## config.mk

```make
export PLATFORM = sky130hd
export DESIGN_NAME = major_state
export DESIGN_NICKNAME = d
export VERILOG_FILES = /design/src/hdl/pdp8_pkg.sv /design/src/hdl/major_state.sv
export SDC_FILE = /design/constraint.sdc
export NUM_CORES = 1
export LEC_CHECK = 0
export BUFFER_PORTS_ARGS = -buffer_cell sky130_fd_sc_hd__buf_2
export CORE_MARGIN = 2
export CORE_UTILIZATION = 35
export DETAILED_ROUTE_END_ITERATION = 12
export GPL_TIMING_DRIVEN = 0
export PLACE_DENSITY = 0.62
export SKIP_LAST_GASP = 1
export SYNTH_ARGS = -nofsm -noshare
export SYNTH_HDL_FRONTEND = slang
export SYNTH_SLANG_ARGS = --single-unit
```

## constraint.sdc

```tcl
create_clock -name clk -period 4.53 [get_ports clk]
set_input_delay 0.453 -clock clk [delete_from_list [all_inputs] [get_ports clk]]
set_output_delay 0.453 -clock clk [all_outputs]
set_load 0.02 [all_outputs]
```

## src/hdl/pdp8_pkg.sv

```systemverilog
// processor-wide types for the pdp8_mini core; imported by every processor module.
`default_nettype none

package pdp8_pkg;

    typedef logic [11:0] word_t;
    typedef logic [11:0] addr_t;

    // bit 11 here is bit 0 in PDP-8 numbering.
    typedef enum logic [2:0]
    {
        OP_AND,
        OP_TAD,
        OP_ISZ,
        OP_DCA,
        OP_JMS,
        OP_JMP,
        OP_IOT,
        OP_OPR
    } opcode_t;

    typedef enum logic [2:0]
    {
        ST_IDLE,
        ST_FETCH,
        ST_DECODE,
        ST_DEFER,
        ST_EXEC,
        ST_WRITE
    } cpu_state_t;

    typedef enum logic [2:0]
    {
        ALU_NONE,
        ALU_AND,
        ALU_TAD,
        ALU_DCA_CLEAR,
        ALU_GRP1,
        ALU_GRP2
    } alu_op_t;

    // ##############################
    // micro-op flags
    // ##############################
    typedef struct packed
    {
        logic cla;
        logic cll;
        logic cma;
        logic cml;
        logic iac;
        logic rar;
        logic ral;
        logic twice;    // rotate by two.
        logic bsw;
    } grp1_t;

    typedef struct packed
    {
        logic sma;
        logic sza;
        logic snl;
        logic reverse;
        logic cla;
        logic hlt;
    } grp2_t;

    typedef struct packed
    {
        opcode_t opcode;
        logic    indirect;
        addr_t   ea;
        logic    auto_index;
        logic    is_grp1;
        logic    is_grp2;
        grp1_t   grp1;
        grp2_t   grp2;
    } decoded_t;

    typedef struct packed
    {
        logic  valid;
        logic  write;
        addr_t addr;
        word_t wdata;
    } mem_req_t;

    typedef struct packed
    {
        alu_op_t op;
        word_t   operand;
    } alu_cmd_t;

    localparam addr_t AUTO_INDEX_LO = 12'o0010;
    localparam addr_t AUTO_INDEX_HI = 12'o0017;
    localparam int    MEM_WORDS     = 4096;

endpackage

`default_nettype wire

```

## src/hdl/major_state.sv

```systemverilog
// major-state sequencer; owns pc, the instruction register and all memory cycles.
`default_nettype none
`timescale 1ns/100ps

module major_state
    import pdp8_pkg::*;
(
    input  logic     clk,
    input  logic     reset,
    input  logic     start,
    input  addr_t    start_pc,
    input  decoded_t dec,
    input  word_t    rdata,
    input  logic     skip,
    input  word_t    ac,
    output word_t    ir,
    output mem_req_t mem_req,
    output alu_cmd_t alu_cmd,
    output addr_t    pc,
    output logic     halted
);

    cpu_state_t state;
    word_t      ir_q;
    addr_t      ea_q;
    logic       auto_q;
    word_t      ptr;
    word_t      isz_sum;
    logic       mem_ref;

    // the decoder sees the fetched word while it is still on rdata.
    assign ir      = (state == ST_DECODE) ? rdata : ir_q;
    assign ptr     = auto_q ? rdata + 12'd1 : rdata;
    assign isz_sum = rdata + 12'd1;
    assign mem_ref = (dec.opcode <= OP_JMS) || (dec.opcode == OP_JMP && dec.indirect);

    always_comb
    begin
        mem_req         = '0;
        alu_cmd.op      = ALU_NONE;
        alu_cmd.operand = rdata;
        case (state)
            ST_FETCH:
            begin
                mem_req.valid = 1'b1;
                mem_req.addr  = pc;
            end
            ST_DECODE:
            begin
                if (dec.is_grp1)
                    alu_cmd.op = ALU_GRP1;
                else if (dec.is_grp2)
                    alu_cmd.op = ALU_GRP2;
                mem_req.valid = mem_ref;    // operand or pointer.
                mem_req.addr  = dec.ea;
            end
            ST_DEFER:
            begin
                mem_req.valid = auto_q;     // auto-index write-back.
                mem_req.write = 1'b1;
                mem_req.addr  = ea_q;
                mem_req.wdata = ptr;
            end
            ST_EXEC:
            begin
                mem_req.valid = 1'b1;
                mem_req.addr  = ea_q;
            end
            ST_WRITE:
            begin
                mem_req.addr  = ea_q;
                mem_req.write = 1'b1;
                case (dec.opcode)
                    OP_AND: alu_cmd.op = ALU_AND;
                    OP_TAD: alu_cmd.op = ALU_TAD;
                    OP_ISZ:
                    begin
                        mem_req.valid = 1'b1;
                        mem_req.wdata = isz_sum;
                    end
                    OP_DCA:
                    begin
                        mem_req.valid = 1'b1;
                        mem_req.wdata = ac;
                        alu_cmd.op    = ALU_DCA_CLEAR;
                    end
                    OP_JMS:
                    begin
                        mem_req.valid = 1'b1;
                        mem_req.wdata = pc;    // return address.
                    end
                    default: ;
                endcase
            end
            default: ;
        endcase
    end

    // ##############################
    // sequencing
    // ##############################
    always_ff @(posedge clk)
    begin
        if (reset)
        begin
            state  <= ST_IDLE;
            pc     <= '0;
            halted <= 1'b1;
            ir_q   <= '0;
            ea_q   <= '0;
            auto_q <= 1'b0;
        end
        else
        begin
            case (state)
                ST_IDLE:
                begin
                    if (start)
                    begin
                        pc     <= start_pc;
                        halted <= 1'b0;
                        state  <= ST_FETCH;
                    end
                end
                ST_FETCH: state <= ST_DECODE;
                ST_DECODE:
                begin
                    ir_q   <= rdata;
                    ea_q   <= dec.ea;
                    auto_q <= dec.auto_index;
                    state  <= ST_FETCH;
                    if (dec.is_grp2 && skip)
                        pc <= pc + 12'd2;
                    else
                        pc <= pc + 12'd1;
                    if (dec.is_grp2 && dec.grp2.hlt)
                    begin
                        state  <= ST_IDLE;
                        halted <= 1'b1;
                    end
                    else if (dec.opcode == OP_JMP && !dec.indirect)
                        pc <= dec.ea;
                    else if (mem_ref)
                        state <= dec.indirect ? ST_DEFER : ST_WRITE;
                end
                ST_DEFER:
                begin
                    ea_q <= ptr;
                    if (dec.opcode == OP_JMP)
                    begin
                        pc    <= ptr;
                        state <= ST_FETCH;
                    end
                    else
                        state <= ST_EXEC;
                end
                ST_EXEC: state <= ST_WRITE;
                ST_WRITE:
                begin
                    if (dec.opcode == OP_ISZ && isz_sum == '0)
                        pc <= pc + 12'd1;
                    if (dec.opcode == OP_JMS)
                        pc <= ea_q + 12'd1;
                    state <= ST_FETCH;
                end
                default: state <= ST_IDLE;
            endcase
        end
    end

endmodule

`default_nettype wire

```

# After elaboration in Yosys (flattened, before gate mapping)
# Cells that the tools add are included.
word_totals:
  register_bits: 41
  in_bits: 74
  out_inout_bits: 66
classes:
  n_addsub: 4
  order_cmp: 1
  n_eq_ne: 14
  muxes: 31
  n_reduce_logical: 19
op_table:
  columns: ["operator", "n"]
  rows:
  - ["$mux 12", 9]
  - ["$pmux 12 s3", 2]
  - ["$pmux 12 s2", 2]
  - ["$pmux 12 s4", 1]
  - ["$add 12x1->12 const B", 3]
  - ["$mux 3", 8]
  - ["$pmux 3 s6", 1]
  - ["$add 12x2->12 const B", 1]
  - ["$eq 3x2->1 const B", 4]
  - ["$eq 3x3->1 const B", 4]
  - ["$logic_not 12->1", 1]
  - ["$eq 3x1->1 const B", 2]
  - ["$logic_not 3->1", 2]
  - ["$pmux 2 s3", 1]
  - ["$pmux 3 s2", 1]
  - ["$reduce_or 3->1", 2]
  - ["$logic_and 1x1->1", 5]
  - ["$mux 1", 4]
  - ["$ne 2x2->1 const B", 2]
  - ["$pmux 1 s4", 1]
  - ["$reduce_and 4->1", 1]
  - ["$reduce_bool 2->1", 2]
  - ["$reduce_bool 4->1", 1]
  - ["$reduce_or 2->1", 2]
  - ["7 further kinds", 7]

# Depth between registers and ports, before layout
# Gate-level depths: netlist of run 1.
logic_depth:
  ltp_word: 7
  ltp_mapped: 9
  mapped_depth_nobuf: 7

# Least setup slack after synthesis of run 1
# No wires, ideal clock.
synth_timing:
  path_kind: "input port to output port"
  startpoint: "in dec[33] (netlist name)"
  endpoint: "out mem_req[6] (netlist name)"
  arrival_time_ns: 2.126
  required_ns: 4.077
  slack_ns: 1.951
  stages: 6
  path_buffers: 3
  cell_sequence: "buf_4 > nor3b_4 > clkbuf_1 > clkbuf_1 > a22oi_1 > o21ai_0"
synth_lines:
  columns: ["item", "line", "source"]
  rows:
  - ["start, declared", "major_state.sv:12", "input decoded_t dec,"]
  - ["end, declared", "major_state.sv:17", "output mem_req_t mem_req,"]

# Worst setup path in the final report of run 1
layout_timing:
  startpoint: "reg state[2]"
  endpoint: "out ir[11]"
layout_via:
  elab_chain_len: 2
layout_lines:
  columns: ["item", "line", "source"]
  rows:
  - ["start, declared", "major_state.sv:23", "cpu_state_t state;"]
  - ["start signal, assigned", "major_state.sv:144", "state <= dec.indirect ? ST_DEFER : ST_WRITE;"]
  - ["$eq 3x2->1", "major_state.sv:32", "assign ir = (state == ST_DECODE) ? rdata : ir_q;"]
  - ["$mux 12", null, null]
  - ["end, declared", "major_state.sv:16", "output word_t ir,"]
# Every way passes these cells.

==> impl_metrics.py, run 1 <==
metrics = {
    "clock_tree": {
        "cts_sinks": 41,
        "post_cts.repair.setup_buffers": 0,
        "cts_htree_levels": 2,
        "insertion_delay_ps": 310,
        "cts_tree": "done",
        "cts_buffers": 5,
        "cts_buffer_depth": 2,
        "ctsRootBufferMaster": "clkbuf_16",
        "ctsResizeCount": 0,
        "clkTransAtPathRegs_ps": 60,
        "hold_buffers": 0,
    },
    "timing": {
        "finalHoldViolations": 0,
        "maxSlewViolCount": 0,
        "worst_slew_pin_slew_ps": 1170,
        "clock-skew-final_ps": 12.9,
        "tns_ps": 0,
        "setup_viol": 0,
        "fmax_ghz": 0.295,
        "fin_crit_ps": 3390,
        "finalWorstSetupSlack_ps": 1140,
        "fin_crit_sh_pct": 74.9,
        "rsz0062_at_grt": "false",
        "slew_headroom_pct": 21.3,
    },
    "grt": {
        "grt_use_total_pct": 28.2,
        "grt_pass1_wl_um": 28300,
        "use_met1_pct": 37.0,
        "grt_pass1_vias": 4972,
        "grt_util_met2_pct": 45.5,
        "top_usage_layer": "met2",
        "antenna_found_initial": 0,
        "grt_util_met3_pct": 4.96,
        "grt_overflow": 0,
        "grt_start_max_net_pins": 13,
    },
    "synth": {
        "post-synth-top-count-cell": "nand2_1",
        "yosys_register_bits": 41,
        "ys_seq_area_share_pct": 19.0,
        "yosys-top-cells-count": "nand2_1, a21oi_1, o21ai_0, dfxtp_1, clkbuf_1",
        "synthCells": 627,
        "yosysTopAreaCell": "dfxtp_1",
        "async_reset_ff_share_pct": 0,
        "synth_enable_flop_cells": 0,
        "synthesis.nets": 706,
        "syn_area_per_cell_um2": 6.90,
        "yosys-top-cells-area": "dfxtp_1, nand2_1, a21oi_1",
        "synth_top_area_share_pct": 19.0,
        "ys.flop_type": "dfxtp_1",
        "synth-warning-count": 0,
        "synthDistinctLibCells": 64,
        "syn-cell-area_um2": 4320,
    },
    "floorplan": {
        "pin_count": 140,
        "rows": 40,
        "die_area_um2": 13300,
        "die_x_um": 115,
        "start_util_pct": 36.0,
        "coreArea_um2": 12000,
        "die_y_um": 115,
    },
    "detailed_routing": {
        "first_iter_violations": 418,
        "via_per_inst": 5.97,
        "drc": 0,
        "routed_wl_um": 19100,
        "dr.pass1.iters": 5,
        "ant_nets": 0,
        "wl_per_cell_um": 21.3,
        "vias": 5353,
    },
    "layout": {
        "n_fill_cell": 1306,
        "regArea_um2": 821,
        "area_growth_pct": 21.6,
        "drive_above_1_share_pct": 23.2,
        "n_antenna_cell": 0,
        "nets": 828,
        "multiInputGateArea_um2": 3100,
    },
    "setup_path": {
        "crit_type": "reg -> out",
        "crit_top_cell": "clkbuf_1",
        "crit_path_max_fanout": 10,
        "crit_chain": "nand2b_1, clkbuf_1, nor2_1, clkbuf_1, clkbuf_1, nand2_1, nand2_1, buf_2",
        "slowest_stage": "clkbuf_1",
        "crit_path_max_incr_delay_ps": 550,
        "cp-end-kind": "output pin",
        "crit_required_ps": 4080,
        "startpoint_type": "flip-flop",
        "worstPathArrival_ps": 2940,
    },
    "place": {
        "port_buffers": 115,
        "dp.final_hpwl_um": 14500,
        "place_ws_ps": 1310,
        "gp_congestion": 0.949,
    },
    "power": {
        "p_leak_uw": 0.00210,
        "power_density_nw_per_um2": 255,
        "vdd_drop_max_mv": 0.129,
    },
    "min_path": {
        "min_path_type": "in -> reg",
    },
    "run_status": {
        "status": "complete, no violations",
    },
    "flow_run": {
        "drv_cap": 0,
    },
}
-- report_power, final --
part | internal [uW] | switching (uW) | total (uW)
Sequential | 386 | 26.5 | 412
Clock | 276 | 173 | 450
Combinational | 169 | 309 | 478
Total | 831 | 509 | 1340
-- cells in the final DEF, fill, tap and decap left out, drive strengths merged, types with 2 or more instances in the layout --
| master | instances |
|---|---|
| dfxtp | 41 |
| nor2b | 6 |
| a31oi | 5 |
| nand2b | 6 |
| mux2i | 12 |
| and4 | 3 |
| a211o | 3 |
| buf | 149 |
| o221ai | 4 |
| ha | 5 |
| mux2 | 8 |
| a22oi | 26 |
| o41ai | 2 |
| a21boi | 3 |
| nor3 | 18 |
| clkbuf | 46 |
| a211oi | 7 |
| inv | 6 |
| or3 | 3 |
| nand3 | 17 |
| a311oi | 4 |
| nor2 | 39 |
| o31ai | 4 |
| o211ai | 7 |
| nand4 | 12 |
| o22ai | 8 |
| o32ai | 3 |
| xnor2 | 28 |
| nand3b | 3 |
| nor4 | 4 |
| xor2 | 17 |
| nand2 | 104 |
| o21a | 4 |
| o21ai | 51 |
| and2 | 5 |
| nor3b | 3 |
| a21oi | 58 |
| and3b | 3 |
| and3 | 8 |
-- flip-flops by register name (all words and copies together) (netlist names) --
register and count:
halted 1, ir_q 12, pc 12, state 3, auto_q 1, ea_q 12
-- worst max-delay path: cells and delay by family (launching register included) --
| kind | cells | cell delay, ps |
|---|---|---|
| buffers and inverters | 4 | 1540 |
| flip-flops | 1 | 360 |
| AND/OR/NAND/NOR | 4 | 740 |
-- cell families after synthesis --
group	count (synthesis)	share of synthesized area [%]
xor gates and xnor gates	45	9.11
adders and majority gates	5	1.45
buffers and inverters	79	9.43
DFF	41	19.0
and+or+nand+nor	234	25.6
muxes	20	4.86
AOI/OAI and AO/OA	203	30.6
-- routing by layer --
metal  wire, um  vias to the layer above
met1       8050                     2471
met3       1610                       49
met2       8750                      330
li1           -                     2503
met5          0                        -
met4        665                        0
-- worst paths after layout --
| check | start | endpoint | slack (ps) | cells past startpoint |
|---|---|---|---|---|
| setup / recovery | state[2]$_SDFFE_PP0P_ | ir[11] | 1140 | 8 |
| hold / removal | dec[17] | auto_q$_SDFFE_PP0P_ | 400 | 3 |
| setup reg to reg | state[2]$_SDFFE_PP0P_ | ea_q[4]$_SDFFE_PP0P_ | 1910 | 7 |
| hold reg to reg | ir_q[2]$_SDFF_PP0_ | ir_q[2]$_SDFF_PP0_ | 460 | 2 |
-- through the flow --
step                hold WS, ps  instances  total power [uW]  instance area, um^2  utilization, %
global route                407        897              1390                 5260            43.8
detailed placement          456        889               887                 5080            42.3
CTS                         392        897              1330                 5260            43.8
floorplan                   444        627               720                 4320               -
finish                      400        897              1340                 5260            43.8
global placement            452        889               883                 5080            42.3
-- cell type report --
| cell class | count | area share (%) |
|---|---|---|
| clock buffers | 7 | 2.71 |
| inverters | 6 | 0.428 |
| well taps | 147 | 3.50 |
| clock inverters | 1 | 0.571 |
| plain buffers | 73 | 7.33 |
| multi-input cells | 507 | 58.9 |
| repair buffers | 115 | 10.9 |
| flip-flops and latches | 41 | 15.6 |
Power figures use the tool's default switching activity.
==> run 2: changes to the inputs <==
- PLACE_DENSITY: 0.62 -> 0.64
- clock period: 4.53 -> 3.09 ns (I/O delays scaled with it)
==> run 2 against run 1 <==
Hold slack worse by 130 ps; non-clock buffer count is 1 lower; sequential share of layout area barely moved; first-iteration DRC count up 29%; combinational power grew 44%; power up 44%.
==> impl_metrics.py, run 2 (synthesized netlist as in run 1, its figures left out) <==
metrics = {
    "setup_path": {
        "r2r_slack_ps": 610,
        "cp-end-kind": "output pin",
        "startpoint_type": "flip-flop",
        "cp_top_family": "buffers and inverters",
        "r2r-start": "state[2]$_SDFFE_PP0P_",
        "slowest_stage": "clkbuf_1",
        "crit_type": "reg -> out",
        "worst_r2r_path_depth": 7,
        "crit_required_ps": 2780,
        "worstPathArrival_ps": 2640,
        "r2r-end": "pc[8]$_SDFFE_PP0P_",
        "crit_cells": 7,
        "crit_buf_inv": 4,
        "crit_chain": "buf_6, clkbuf_1, nor2b_1, clkbuf_2, a21oi_1, o21ai_0, buf_2",
        "crit_path_max_incr_delay_ps": 550,
        "crit_path_max_fanout": 10,
    },
    "layout": {
        "reg.largest.list": "ea_q x12, ir_q x12, pc x12",
        "drive_above_1_share_pct": 23.8,
        "layout_common_cells": "buf_2, nand2_1, a21oi_1",
        "nets": 827,
        "n_antenna_cell": 0,
        "area_growth_pct": 21.6,
        "final_common_cell": "buf_2",
    },
    "detailed_routing": {
        "dr.pass1.iters": 5,
        "drc": 0,
        "first_iter_violations": 538,
        "vias": 5215,
        "via_per_inst": 5.82,
        "wl_per_cell_um": 19.4,
        "routed_wl_um": 17400,
        "ant_nets": 0,
    },
    "clock_tree": {
        "cts_buffer_depth": 2,
        "post_cts.repair.setup_buffers": 0,
        "clkTransAtPathRegs_ps": 70,
        "cts_htree_levels": 2,
        "cts_sinks": 41,
        "cts_buffers": 5,
        "cts_tree": "done",
        "insertion_delay_ps": 290,
        "ctsRootBufferMaster": "clkbuf_16",
    },
    "timing": {
        "maxSlewViolCount": 0,
        "clock-skew-final_ps": 10.2,
        "worst_slew_pin_slew_ps": 1050,
        "finalHoldViolations": 0,
        "rsz0062_at_grt": "false",
        "tns_ps": 0,
        "finalWorstSetupSlack_ps": 141,
        "slew_headroom_pct": 29.6,
        "fmax_ghz": 0.339,
        "fin_crit_sh_pct": 95.4,
        "fin_crit_ps": 2950,
        "setup_viol": 0,
    },
    "power": {
        "p_leak_uw": 0.00211,
        "power_density_nw_per_um2": 368,
        "power_switching_uw": 717,
        "p_comb_share_pct": 35.5,
        "switching_share_pct": 37.0,
        "pwr-share-clk_pct": 33.3,
        "seqPwrFrac_pct": 31.2,
        "vdd_drop_max_mv": 0.220,
        "power.internal_uw": 1220,
    },
    "place": {
        "dp.final_hpwl_um": 13600,
        "place_ws_ps": 239,
        "port_buffers": 115,
        "gp_congestion": 0.978,
    },
    "min_path": {
        "min_path_type": "in -> reg",
        "hold_depth": 3,
        "min_to": "auto_q$_SDFFE_PP0P_",
        "hp-start": "dec[17]",
    },
    "floorplan": {
        "die_y_um": 115,
        "coreArea_um2": 12000,
        "die_area_um2": 13300,
        "start_util_pct": 36.0,
        "pin_count": 140,
        "rows": 40,
        "die_x_um": 115,
    },
    "grt": {
        "grt_overflow": 0,
        "grt_use_total_pct": 26.1,
        "grt_pass1_wl_um": 26700,
        "grt_pass1_vias": 4921,
        "grt_start_max_net_pins": 14,
        "antenna_found_initial": 0,
    },
    "flow_run": {
        "drv_cap": 0,
    },
    "run_status": {
        "status": "complete, no violations",
    },
}
## run 2: changes by cell type in the layout (fill, tap and decap cells not counted), sizes merged
cell,change
clkinvlp,+1
clkbuf,-2
## run 2: how the worst max path moves through the flow
stage / startpoint / slack, ps / to
final: state[1]$_SDFFE_PP0P_ / 140 / mem_req[23]
after global routing: state[1]$_SDFFE_PP0P_ / 20 / mem_req[19]
after CTS: state[2]$_SDFFE_PP0P_ / 100 / ir[7]
after detailed placement: state[1]$_SDFFE_PP0P_ / 240 / ir[0]
after global placement: state[1]$_SDFFE_PP0P_ / 210 / ir[11]
after floorplan: dec[33] / 800 / mem_req[6]
## run 2: area by class of cell
| class | count | area (um^2) |
|---|---|---|
| fill | 1281 | 6750 |
| inverter | 6 | 22.5 |
| clock buffer | 6 | 139 |
| clock inverter | 2 | 37.5 |
| sequential | 41 | 821 |
| buffer | 72 | 385 |
| timing repair buffer | 115 | 576 |
| tap | 147 | 184 |
| multi-input combinational | 507 | 3100 |
## run 2: metrics by stage
stage	total power, uW	cells	util (%)	cell area [um^2]	hold slack [ps]
3_3_place_gp	1290	889	42.3	5080	453
2_1_floorplan	1060	627	-	4320	444
6_report	1930	896	43.8	5260	267
5_1_grt	2010	896	43.8	5260	287
3_5_place_dp	1290	889	42.3	5080	456
4_1_cts	1930	897	43.8	5260	264
## run 2: worst reg2reg max path, delay by kind of cell (launching register included)
kind / cells / cell delay (ps)
AO/OA/AOI/OAI: 3 / 620
AND/OR/NAND/NOR: 2 / 520
buffers and inverters: 1 / 450
flip-flops: 1 / 400
multiplexers: 1 / 350
## run 2: metal layers
metal | wire length (um) | global-route usage, %
met1 | 7060 | 34.6
met2 | 8010 | 42.7
met3 | 1860 | 4.53
met4 | 462 | 9.40
met5 | 0 | 0
## run 2: repair_timing
| action | CTS | global route |
|---|---|---|
| hold buffers | 0 | 0 |
| gates resized for setup | 2 | 2 |
| setup endpoints to repair | 4 | 13 |
## run 2: power groups by stage
stage                     Clock, uW  Sequential [uW]  Combinational, uW
after floorplan                   0              629                428
after global placement            0              614                672
after detailed placement          0              615                673
after CTS                       650              603                676
after global routing            662              608                743
final                           645              603                686
==> run 3: changes to the inputs <==
- CORE_MARGIN: 2 -> 1.5
==> run 3 against run 2 <==
Power decreased by 5.1%; combinational power increased by 0.6%; sequential share of layout area increased by 0.10 points; clock skew decreased by 2.3 ps; worst setup slack improved by 59 ps; global-route usage about the same; cell count unchanged; clock power decreased by 16%; count of clock-buffer cells in the layout decreased by 1; hold slack got worse by 4.7 ps; register-to-register slack about the same; critical path depth decreased by 1.
==> impl_metrics.py, run 3 (synthesized netlist as in run 1, its figures left out) <==
metrics = {
    "run_status": {
        "status": "complete, no violations",
    },
    "place": {
        "gp_congestion": 0.990,
        "dp.final_hpwl_um": 13300,
        "port_buffers": 115,
    },
    "floorplan": {
        "rows": 40,
        "pin_count": 140,
        "die_y_um": 114,
        "coreArea_um2": 12000,
        "die_area_um2": 13000,
        "die_x_um": 114,
        "start_util_pct": 36.0,
    },
    "setup_path": {
        "worst_r2r_path_depth": 7,
        "crit_type": "reg -> out",
        "crit_required_ps": 2780,
        "slowest_stage": "nor2b_1",
        "crit_start": "state[2]$_SDFFE_PP0P_",
        "crit_chain": "nor2b_1, nand2_1, clkbuf_1, clkbuf_1, o21ai_0, buf_2",
        "worstPathArrival_ps": 2580,
        "r2r_slack_ps": 610,
        "startpoint_type": "flip-flop",
        "r2r-start": "state[2]$_SDFFE_PP0P_",
        "crit_path_max_fanout": 10,
        "crit_buf_inv": 3,
        "crit_path_max_incr_delay_ps": 540,
        "cp-endpoint": "mem_req[7]",
        "cp_top_family": "buffers and inverters",
        "crit_top_cell": "clkbuf_1",
        "cp-end-kind": "output pin",
        "crit_cells": 6,
        "r2r-end": "pc[8]$_SDFFE_PP0P_",
    },
    "grt": {
        "grt_pass1_vias": 4773,
        "antenna_found_initial": 0,
        "grt_overflow": 0,
        "grt_start_max_net_pins": 14,
        "grt_pass1_wl_um": 26400,
        "grt_use_total_pct": 26.1,
    },
    "clock_tree": {
        "cts_htree_levels": 2,
        "post_cts.repair.setup_buffers": 0,
        "cts_tree": "done",
        "hold_buffers": 0,
        "cts_buffers": 5,
        "ctsRootBufferMaster": "clkbuf_16",
        "clkTransAtPathRegs_ps": 70,
        "cts_buffer_depth": 2,
        "insertion_delay_ps": 300,
        "cts_sinks": 41,
    },
    "flow_run": {
        "drv_cap": 0,
    },
    "layout": {
        "n_antenna_cell": 0,
        "layout_common_cells": "buf_2, nand2_1, a21oi_1",
        "n_fill_cell": 1297,
        "area_growth_pct": 20.9,
        "drive_above_1_share_pct": 23.8,
        "nets": 827,
        "reg.largest.list": "ea_q x12, ir_q x12, pc x12",
        "final_common_cell": "buf_2",
    },
    "power": {
        "power_uw": 1840,
        "power_density_nw_per_um2": 351,
        "p_leak_uw": 0.00210,
        "vdd_drop_max_mv": 0.187,
    },
    "detailed_routing": {
        "vias": 5242,
        "dr.pass1.iters": 5,
        "via_per_inst": 5.85,
        "first_iter_violations": 517,
        "drc": 0,
        "routed_wl_um": 17400,
        "ant_nets": 0,
        "wl_per_cell_um": 19.4,
    },
    "timing": {
        "tns_ps": 0,
        "fin_crit_sh_pct": 93.5,
        "finalHoldViolations": 0,
        "setup_viol": 0,
        "worst_slew_pin_slew_ps": 954,
        "maxSlewViolCount": 0,
        "fin_crit_ps": 2890,
        "fmax_ghz": 0.346,
        "clock-skew-final_ps": 7.83,
        "rsz0062_at_grt": "false",
        "slew_headroom_pct": 35.9,
    },
    "min_path": {
        "min_path_type": "in -> reg",
    },
}
run 3: stage by stage:
| stage | std cells | cell area, um^2 | worst slack [ps] | utilization, % | hold slack [ps] |
|---|---|---|---|---|---|
| CTS | 897 | 5230 | 48.9 | 43.5 | 258 |
| global placement | 889 | 5080 | 255 | 42.3 | 454 |
| detailed placement | 889 | 5080 | 285 | 42.3 | 457 |
| floorplan | 627 | 4320 | 799 | - | 444 |
| finish | 896 | 5230 | 200 | 43.5 | 262 |
| global route | 896 | 5230 | 50.1 | 43.5 | 310 |
run 3: where the power goes:
group          leakage (uW)  internal, uW  switching, uW
Clock             0.0000696           297            246
Sequential         0.000335           566           37.6
Combinational       0.00169           248            442
Total               0.00210          1110            725
run 3: area by class of cell:
type,count,area [um^2],share of cell area (%)
Sequential cell,41,821,15.7
Tap cell,147,184,3.52
Multi-Input combinational cell,507,3100,59.2
Clock buffer,5,125,2.39
Inverter,6,22.5,0.431
Buffer,72,385,7.37
Clock inverter,3,17.5,0.335
Timing Repair Buffer,115,576,11.0
run 3: routing by layer:
metal,up-vias,global-route usage [%],routed length (um)
li1,2492,-,-
met1,2426,34.6,7540
met2,298,44.2,7930
met3,26,3.81,1580
met4,0,7.33,324
met5,-,0,0
run 3: worst min path at each step:
| stage | start | end | slack [ps] | cells past startpoint |
|---|---|---|---|---|
| final | dec[17] | auto_q$_SDFFE_PP0P_ | 260 | 3 |
| after global routing | dec[17] | auto_q$_SDFFE_PP0P_ | 310 | 3 |
| after CTS | dec[17] | auto_q$_SDFFE_PP0P_ | 260 | 3 |
| after detailed placement | ir_q[10]$_SDFF_PP0_ | ir_q[10]$_SDFF_PP0_ | 460 | 2 |
| after global placement | ir_q[2]$_SDFF_PP0_ | ir_q[2]$_SDFF_PP0_ | 450 | 2 |
| after floorplan | ir_q[0]$_SDFF_PP0_ | ir_q[0]$_SDFF_PP0_ | 440 | 2 |
run 3: worst min-delay path: stages:
cell,delay (ps)
buf_2,100
nand2_1,50
a21oi_1,50
run 3: what timing repair did:
item,in CTS,in global routing
resized for setup,1,4
gates cloned,0,0
setup endpoints to repair,2,20
